===== config.mk =====
export PLATFORM = sky130hd
export DESIGN_NAME = clic_top
export DESIGN_NICKNAME = d
export VERILOG_FILES = /design/src/hdl/clic_pkg.sv /design/src/hdl/csr_bus_if.sv /design/src/hdl/csr_reg.sv /design/src/hdl/prio_arbiter.sv /design/src/hdl/epc_stack.sv /design/src/hdl/n_clic.sv /design/src/hdl/clic_top.sv
export SDC_FILE = /design/constraint.sdc
export NUM_CORES = 1
export LEC_CHECK = 0
export BUFFER_PORTS_ARGS = -buffer_cell sky130_fd_sc_hd__buf_2
export CAP_MARGIN = 15
export CORE_ASPECT_RATIO = 0.9
export CORE_UTILIZATION = 55
export CTS_CLUSTER_DIAMETER = 30
export DETAILED_ROUTE_END_ITERATION = 10
export PLACE_DENSITY = 0.74
export SLEW_MARGIN = 10
export SYNTH_ARGS = -nofsm -noshare
export SYNTH_HDL_FRONTEND = slang
export SYNTH_SLANG_ARGS = --single-unit
export TNS_END_PERCENT = 10

===== constraint.sdc =====
create_clock -name clk -period 19.14 [get_ports clk]
set_input_delay 1.914 -clock clk [delete_from_list [all_inputs] [get_ports clk]]
set_output_delay 1.914 -clock clk [all_outputs]
set_load 0.005 [all_outputs]

===== src/hdl/clic_pkg.sv =====
// word and address types, csr opcodes, entry struct, sizes and csr addresses
package clic_pkg;

  // core data word
  typedef logic [31:0] word;

  // csr address space is 12 bits wide
  typedef logic [11:0] csr_addr_t;

  // operations a csr access can apply
  typedef enum logic [1:0] {
    csr_none = 2'd0,
    csr_rw   = 2'd1,
    csr_rs   = 2'd2,
    csr_rc   = 2'd3
  } csr_op_t;

  // vector and priority sizing
  localparam int vec_size    = 8;
  localparam int vec_width   = 3;
  localparam int prio_levels = 8;
  localparam int prio_width  = 3;

  // handler and return addresses
  localparam int imem_addr_width = 16;

  // one stack slot per priority level, enough for full nesting
  localparam int stack_depth = prio_levels;

  // control csrs
  localparam csr_addr_t mstatus_addr     = 12'h305;
  localparam csr_addr_t mintthresh_addr  = 12'h347;
  localparam csr_addr_t stack_depth_addr = 12'h350;

  // per-vector csr blocks, vector k sits at base + k
  localparam csr_addr_t vec_csr_base   = 12'hb00;
  localparam csr_addr_t entry_csr_base = 12'hb20;

  // entry csr layout, pended is the lsb
  typedef struct packed {
    logic [prio_width-1:0] prio;
    logic                  enabled;
    logic                  pended;
  } entry_t;

endpackage


===== src/hdl/csr_bus_if.sv =====
// csr access bus with issuing and receiving modports
`timescale 1ns/1ps

interface csr_bus_if;

  logic                en;
  clic_pkg::csr_addr_t addr;
  clic_pkg::csr_op_t   op;
  clic_pkg::word       wdata;
  // read data back to the issuer
  clic_pkg::word       rdata;

  modport master (
    output en,
    output addr,
    output op,
    output wdata,
    input  rdata
  );

  modport slave (
    input en,
    input addr,
    input op,
    input wdata
  );

endinterface


===== src/hdl/csr_reg.sv =====
// single csr with address match, rw/set/clear update and hardware write port
`timescale 1ns/1ps

module csr_reg #(
  parameter int                  width       = 32,
  parameter clic_pkg::csr_addr_t addr        = '0,
  parameter clic_pkg::word       reset_value = '0,
  parameter bit                  writable    = 1'b1
) (
  input  logic            clk,
  input  logic            rst_n,
  csr_bus_if.slave        bus,
  input  logic            hw_we,
  input  clic_pkg::word   hw_data,
  output clic_pkg::word   data
);

  logic [width-1:0] value;
  logic [width-1:0] operand;
  logic             hit;

  // read-only instances never respond to software writes
  assign hit     = writable && bus.en && (bus.addr == addr);
  assign operand = bus.wdata[width-1:0];

  always_ff @(posedge clk) begin
    if (!rst_n) begin
      value <= reset_value[width-1:0];
    end else if (hw_we) begin
      // hardware update wins over a software access in the same cycle
      value <= hw_data[width-1:0];
    end else if (hit) begin
      case (bus.op)
        clic_pkg::csr_rw: value <= operand;
        clic_pkg::csr_rs: value <= value | operand;
        clic_pkg::csr_rc: value <= value & ~operand;
        default: value <= value;
      endcase
    end
  end

  // bits above width read as zero
  assign data = clic_pkg::word'(value);

endmodule


===== src/hdl/prio_arbiter.sv =====
// chained maximum-priority search over vector entries against a threshold
`timescale 1ns/1ps

module prio_arbiter (
  input  clic_pkg::entry_t                entries [clic_pkg::vec_size],
  input  logic [clic_pkg::prio_width-1:0] thresh,
  output logic                            req,
  output logic [clic_pkg::vec_width-1:0]  vec,
  output logic [clic_pkg::prio_width-1:0] prio
);

  logic [clic_pkg::prio_width-1:0] best_prio;
  logic [clic_pkg::vec_width-1:0]  best_vec;
  logic                            found;

  // running maximum starts at the threshold, so only strictly higher
  // priorities can ever win
  always_comb begin
    best_prio = thresh;
    best_vec  = '0;
    found     = 1'b0;
    for (int k = 0; k < clic_pkg::vec_size; k++) begin
      // strict compare keeps ties on the lowest index
      if (entries[k].enabled && entries[k].pended && (entries[k].prio > best_prio)) begin
        best_prio = entries[k].prio;
        best_vec  = k[clic_pkg::vec_width-1:0];
        found     = 1'b1;
      end
    end
  end

  assign req  = found;
  assign vec  = best_vec;
  // equals thresh when nothing requests
  assign prio = best_prio;

endmodule


===== src/hdl/epc_stack.sv =====
// lifo of return address and saved threshold with depth count
`timescale 1ns/1ps

module epc_stack (
  input  logic                                                   clk,
  input  logic                                                   rst_n,
  input  logic                                                   push,
  input  logic                                                   pop,
  input  logic [clic_pkg::imem_addr_width+clic_pkg::prio_width-1:0] data_in,
  output logic [clic_pkg::imem_addr_width+clic_pkg::prio_width-1:0] data_out,
  output logic [clic_pkg::vec_width:0]                           depth
);

  logic [clic_pkg::imem_addr_width+clic_pkg::prio_width-1:0] slots [clic_pkg::stack_depth];
  logic [clic_pkg::vec_width-1:0] wr_idx;
  logic [clic_pkg::vec_width-1:0] top_idx;
  logic                           full;
  logic                           empty;

  assign full    = (int'(depth) == clic_pkg::stack_depth);
  assign empty   = (depth == '0);
  assign wr_idx  = depth[clic_pkg::vec_width-1:0];
  assign top_idx = wr_idx - 1'b1;

  // slot storage
  always_ff @(posedge clk) begin
    if (push && !full) begin
      slots[wr_idx] <= data_in;
    end
  end

  always_ff @(posedge clk) begin
    if (!rst_n) begin
      depth <= '0;
    end else if (push && !full) begin
      depth <= depth + 1'b1;
    end else if (pop && !empty) begin
      depth <= depth - 1'b1;
    end
  end

  // top of stack, valid before the pop edge
  assign data_out = empty ? '0 : slots[top_idx];

  a_no_overflow: assert property (@(posedge clk) disable iff (!rst_n) push |-> !full)
    else $error("epc stack push while full");
  a_no_underflow: assert property (@(posedge clk) disable iff (!rst_n) pop |-> !empty)
    else $error("epc stack pop while empty");
  a_no_push_pop: assert property (@(posedge clk) disable iff (!rst_n) !(push && pop))
    else $error("epc stack push and pop in one cycle");

endmodule


===== src/hdl/n_clic.sv =====
// interrupt controller core: csr bank, pending logic, arbiter and epc stack
`timescale 1ns/1ps

module n_clic (
  input  logic                                 clk,
  input  logic                                 rst_n,
  csr_bus_if.slave                             csr,
  output clic_pkg::word                        rdata,
  input  logic [clic_pkg::vec_size-1:0]        irq,
  output logic                                 int_req,
  output logic [clic_pkg::vec_width-1:0]       int_vec,
  output logic [clic_pkg::prio_width-1:0]      int_prio,
  output logic [clic_pkg::imem_addr_width-1:0] int_addr,
  input  logic                                 int_take,
  input  logic                                 int_return,
  input  logic [clic_pkg::imem_addr_width-1:0] epc_in,
  output logic [clic_pkg::imem_addr_width-1:0] epc_out
);

  clic_pkg::word    mstatus_data;
  clic_pkg::word    thresh_data;
  clic_pkg::word    depth_data;
  clic_pkg::word    vec_data   [clic_pkg::vec_size];
  clic_pkg::word    entry_data [clic_pkg::vec_size];
  clic_pkg::word    entry_hw   [clic_pkg::vec_size];
  logic [clic_pkg::vec_size-1:0] entry_we;
  clic_pkg::entry_t entries    [clic_pkg::vec_size];

  logic [clic_pkg::prio_width-1:0] thresh;
  logic [clic_pkg::prio_width-1:0] thresh_next;
  logic [clic_pkg::vec_width:0]    depth;
  logic [clic_pkg::vec_width:0]    depth_next;
  logic [clic_pkg::imem_addr_width+clic_pkg::prio_width-1:0] top_slot;

  // take raises to the winner's priority, return restores the saved one
  assign thresh      = thresh_data[clic_pkg::prio_width-1:0];
  assign thresh_next = int_take ? int_prio : top_slot[clic_pkg::prio_width-1:0];
  // depth csr follows the stack at the same edge
  assign depth_next  = int_take ? depth + 1'b1 : depth - 1'b1;

  csr_reg #(.width(32), .addr(clic_pkg::mstatus_addr), .reset_value('0),
            .writable(1'b1)) mstatus_i (
    .clk, .rst_n, .bus(csr),
    .hw_we(1'b0), .hw_data('0), .data(mstatus_data)
  );

  csr_reg #(.width(clic_pkg::prio_width), .addr(clic_pkg::mintthresh_addr),
            .reset_value('0), .writable(1'b1)) thresh_i (
    .clk, .rst_n, .bus(csr),
    .hw_we(int_take || int_return), .hw_data(clic_pkg::word'(thresh_next)),
    .data(thresh_data)
  );

  csr_reg #(.width(clic_pkg::vec_width + 1), .addr(clic_pkg::stack_depth_addr),
            .reset_value('0), .writable(1'b0)) depth_i (
    .clk, .rst_n, .bus(csr),
    .hw_we(int_take || int_return), .hw_data(clic_pkg::word'(depth_next)),
    .data(depth_data)
  );

  for (genvar k = 0; k < clic_pkg::vec_size; k++) begin : gen_vec
    logic hit;
    logic take;

    csr_reg #(.width(clic_pkg::imem_addr_width),
              .addr(clic_pkg::csr_addr_t'(clic_pkg::vec_csr_base + k)),
              .reset_value('0), .writable(1'b1)) vec_i (
      .clk, .rst_n, .bus(csr),
      .hw_we(1'b0), .hw_data('0), .data(vec_data[k])
    );

    csr_reg #(.width($bits(clic_pkg::entry_t)),
              .addr(clic_pkg::csr_addr_t'(clic_pkg::entry_csr_base + k)),
              .reset_value('0), .writable(1'b1)) entry_i (
      .clk, .rst_n, .bus(csr),
      .hw_we(entry_we[k]), .hw_data(entry_hw[k]), .data(entry_data[k])
    );

    assign entries[k] = clic_pkg::entry_t'(entry_data[k][$bits(clic_pkg::entry_t)-1:0]);
    assign hit  = csr.en && (csr.op != clic_pkg::csr_none) &&
                  (csr.addr == clic_pkg::csr_addr_t'(clic_pkg::entry_csr_base + k));
    assign take = int_take && (int'(int_vec) == k);

    // a software write to the entry holds off the irq for one cycle
    assign entry_we[k] = take || (irq[k] && !hit);
    assign entry_hw[k] = clic_pkg::word'({entries[k].prio, entries[k].enabled, !take});
  end

  // one-hot read select, unmapped addresses read zero
  always_comb begin
    rdata = '0;
    if (csr.en) begin
      if (csr.addr == clic_pkg::mstatus_addr) begin
        rdata = mstatus_data;
      end
      if (csr.addr == clic_pkg::mintthresh_addr) begin
        rdata = thresh_data;
      end
      if (csr.addr == clic_pkg::stack_depth_addr) begin
        rdata = depth_data;
      end
      for (int k = 0; k < clic_pkg::vec_size; k++) begin
        if (csr.addr == clic_pkg::csr_addr_t'(clic_pkg::vec_csr_base + k)) begin
          rdata = vec_data[k];
        end
        if (csr.addr == clic_pkg::csr_addr_t'(clic_pkg::entry_csr_base + k)) begin
          rdata = entry_data[k];
        end
      end
    end
  end

  prio_arbiter arbiter_i (
    .entries, .thresh, .req(int_req), .vec(int_vec), .prio(int_prio)
  );

  // handler of the current winner
  assign int_addr = vec_data[int_vec][clic_pkg::imem_addr_width-1:0];

  epc_stack stack_i (
    .clk, .rst_n, .push(int_take), .pop(int_return),
    .data_in({epc_in, thresh}), .data_out(top_slot), .depth
  );

  assign epc_out = top_slot[clic_pkg::imem_addr_width+clic_pkg::prio_width-1:clic_pkg::prio_width];

  a_take_with_req: assert property (@(posedge clk) disable iff (!rst_n) int_take |-> int_req)
    else $error("interrupt taken without a pending request");

endmodule


===== src/hdl/clic_top.sv =====
// top level with plain csr ports bundled onto the csr bus for the clic core
`timescale 1ns/1ps

module clic_top (
  input  logic                                 clk,
  input  logic                                 rst_n,
  input  logic                                 csr_en,
  input  clic_pkg::csr_addr_t                  csr_addr,
  input  clic_pkg::csr_op_t                    csr_op,
  input  clic_pkg::word                        csr_wdata,
  output clic_pkg::word                        csr_rdata,
  input  logic [clic_pkg::vec_size-1:0]        irq,
  output logic                                 int_req,
  output logic [clic_pkg::vec_width-1:0]       int_vec,
  output logic [clic_pkg::prio_width-1:0]      int_prio,
  output logic [clic_pkg::imem_addr_width-1:0] int_addr,
  input  logic                                 int_take,
  input  logic                                 int_return,
  input  logic [clic_pkg::imem_addr_width-1:0] epc_in,
  output logic [clic_pkg::imem_addr_width-1:0] epc_out
);

  clic_pkg::word clic_rdata;

  csr_bus_if bus_i ();

  // core side of the bus
  assign bus_i.en    = csr_en;
  assign bus_i.addr  = csr_addr;
  assign bus_i.op    = csr_op;
  assign bus_i.wdata = csr_wdata;
  assign bus_i.rdata = clic_rdata;
  assign csr_rdata   = bus_i.rdata;

  n_clic clic_i (
    .clk, .rst_n,
    .csr(bus_i),
    .rdata(clic_rdata),
    .irq,
    .int_req, .int_vec, .int_prio, .int_addr,
    .int_take, .int_return,
    .epc_in, .epc_out
  );

endmodule


==> flow_summary.ini <==
[cts]
cts_tree = done
numCtsBuffers = 69
path_clk_slew_ns = 0.05
clk_latency_ns = 0.56
max-clock-path-buffers = 3
root_buffer = clkbuf_16
htree_num_levels = 3
clock-sinks = 363

[critical_path]
cp-start-kind = flop
cpMaxStageDelayCell = o41a_1
crit_path_end_kind = primary output
cp.arrival_ns = 16.16
critPathMaxStageDelay_ns = 0.64
reg2reg_slack_ns = 3.32
cp.required_ns = 17.23
r2r_end = clic_i.gen_vec[2].entry_i.value[4]$_SDFFE_PN0P_
crit_start = clic_i.thresh_i.value[1]$_SDFFE_PN0P_
cp_max_fo = 12
reg2regPathDepth = 63
crit_type = reg -> out
r2r_start = clic_i.thresh_i.value[1]$_SDFFE_PN0P_

[yosys]
synth-async-reset-ratio = 0
syn_inst = 1917
synth.net_count = 2013
netlist_area_mm2 = 0.01810
synth_area_per_cell_um2 = 9.440
yosys-top-cells-area = edfxtp_1 25%, dfxtp_1 23%, a21oi_1 6.7%
ys_warn_count = 0
synth-seq-area-share = 0.4856
synth_top_area_cell = edfxtp_1
ys_ff_latch = 363
yosysUniqueCellTypes = 80
synth_edf_count = 152
yosys.area.top_type_share = 0.2522
synth_flop_cell = dfxtp_1

[power]
switching_share = 0.2538
p_int_mw = 1.722
ir_drop_v = 0.00007324
power_mw = 2.307
pwr-share-comb = 0.112
p_switching_mw = 0.5855
leakagePower_nw = 7.973
power_density_mw_per_mm2 = 107.1
p_seq_frac = 0.365
pwr-share-clk = 0.522

[worst_hold_path]
min_path_cells = 2
hp-start = clic_i.mstatus_i.data[15]$_SDFFE_PN0P_
min_to = clic_i.mstatus_i.data[15]$_SDFFE_PN0P_
holdCritPathClass = reg -> reg

[timing]
finalHoldViolCount = 0
setup_violations = 0
post-route-period-util = 0.9443
grt_setup_unrepaired = no
min_period_ns = 18.07
max_freq_mhz = 55.33
slew_viol_final = 0
fin_skew_ns = 0.02353
tightest_slew_ns = 1.151
timing.setup.tns_ns = 0
maxSlewHeadroom = 0.2318

[run]
maxCapViolations = 0

[drt]
viasPerCell = 6.871
antenna_left = 0
firstDrtPassIters = 11
wl_per_cell_um = 25.70
drc = 10
routed_wl_um = 64460
via_count = 17230
dr.first_iter.drc_count = 2653

[run_status]
violations = design-rule violations
outcome = complete, but fails checks

[final_layout]
fill_cells = 2551
layout_commonest_cell = a21oi_1
mostFrequentLayoutCells = 244 x a21oi_1, 229 x nor2_1, 214 x o21ai_0, 210 x dfxtp_1, 152 x edfxtp_1
fin_nets = 2134
drive_above_1_share = 0.1923
syn2layout_area_growth_pct = 19.05

[floorplanning]
initial_core_util = 0.5635
die_w_um = 193.2
num_io_pins = 146
design.die.area_mm2 = 0.03363
rows = 62
core-area_mm2 = 0.03212
die_y_um = 174.1

[placed_design]
dp_hpwl_um = 41350
finalWeightedCongestion = 1.021
port_buffers = 145

[global_route]
use_met3 = 0.08673
grt_use_met1 = 0.5346
grt_pass1_wl_um = 97580
grt_overflow = 0
grt.total_usage = 0.3775
grt_start_max_net_pins = 103
use_met2 = 0.5477
grt_pass1_vias = 16500
busiest_layer = met2
antenna_found_initial = 3
-- flip-flops by register name, summed over array words and instances (netlist names) --
name and flops:
clic_i.stack_i.slots 152, clic_i.gen_vec.entry_i.value 40, clic_i.gen_vec.vec_i.value 128, clic_i.thresh_i.value 3, clic_i.stack_i.depth 4, clic_i.mstatus_i.data 32, clic_i.depth_i.value 4
-- per-layer routing --
layer / part of all wire / vias to the layer above
li1: - / 7470
met1: 0.40 / 8182
met2: 0.42 / 1322
met3: 0.13 / 255
met4: 0.045 / 4
met5: 0.00037 / -
-- synthesized netlist by cell type, drive strengths merged (12+ instances only) --
library cell	number
ha	21
mux2	15
clkbuf	120
a21oi	244
buf	16
nand2b	27
dfxtp	211
nor3	38
a222oi	17
xor2	18
a211oi	29
nand3	25
o211ai	15
a22oi	22
edfxtp	152
a31oi	26
nor2	238
o21ai	218
o22ai	18
a221oi	20
a22o	12
inv	23
and2	24
xnor2	19
and3	30
nand2	124
o221ai	13
mux4	38
-- power by group through the flow --
stage / clock, mW / sequential [mW] / combinational (mW)
6_report: 1.20 / 0.843 / 0.259
5_1_grt: 1.25 / 0.844 / 0.280
4_1_cts: 1.21 / 0.843 / 0.258
3_5_place_dp: 0 / 0.857 / 0.255
3_3_place_gp: 0 / 0.855 / 0.250
2_1_floorplan: 0 / 0.851 / 0.168
-- cell type report --
| type | count | area (µm²) | area share |
|---|---|---|---|
| multi-input combinational | 1394 | 8791 | 0.4080 |
| sequential | 363 | 8790 | 0.4080 |
| clock buffer | 83 | 1841 | 0.08542 |
| timing repair buffer | 186 | 1046 | 0.04855 |
| tap | 416 | 520.5 | 0.02416 |
| clock inverter | 41 | 465.4 | 0.02160 |
| inverter | 24 | 90.09 | 0.004181 |
| antenna | 1 | 2.502 | 0.0001161 |
-- worst max-delay path: cells and delay by family (launching register included) --
family | cells | cell delay (ns)
buffers and inverters | 2 | 0.33
and+or+nand+nor | 25 | 5.19
AOI/OAI and AO/OA | 22 | 5.01
muxes | 5 | 1.89
DFF | 1 | 0.56
adders and majority gates | 9 | 2.62
-- cell families after synthesis --
family          after synthesis  share of synthesized area
buf+inv                     160                    0.03339
fa+ha+maj                    22                    0.01507
xor+xnor                     37                    0.01791
simple gates                558                     0.1421
compound gates              716                     0.2449
mux                          61                    0.06105
flops                       363                     0.4856
-- worst max-delay path by stage --
stage / to / slack [ns] / cells past startpoint
final: int_addr[0] / 1.07 / 63
after global routing: int_addr[1] / 0.11 / 65
after CTS: int_addr[0] / 1.07 / 62
after detailed placement: int_addr[0] / 1.70 / 62
after global placement: int_addr[0] / 2.18 / 62
after floorplan: int_addr[1] / 4.45 / 65
-- stage by stage --
step | instance area [µm²] | hold WS (ns) | instances | setup WS, ns | utilization
final | 21550 | 0.4718 | 2508 | 1.065 | 0.6709
after global routing | 21550 | 0.5022 | 2508 | 0.1107 | 0.6709
after CTS | 21500 | 0.4732 | 2503 | 1.068 | 0.6694
after detailed placement | 19190 | 0.4614 | 2379 | 1.699 | 0.5976
after global placement | 19190 | 0.4509 | 2379 | 2.184 | 0.5976
after floorplan | 18100 | 0.4357 | 1917 | 4.450 | -
-- what timing repair did --
action,in CTS,in global routing
resized for setup,0,3
hold buffers,0,0
buffers inserted,0,3
endpoints found under the setup margin,0,12
Note: power is estimated with default switching activity, not from simulation.
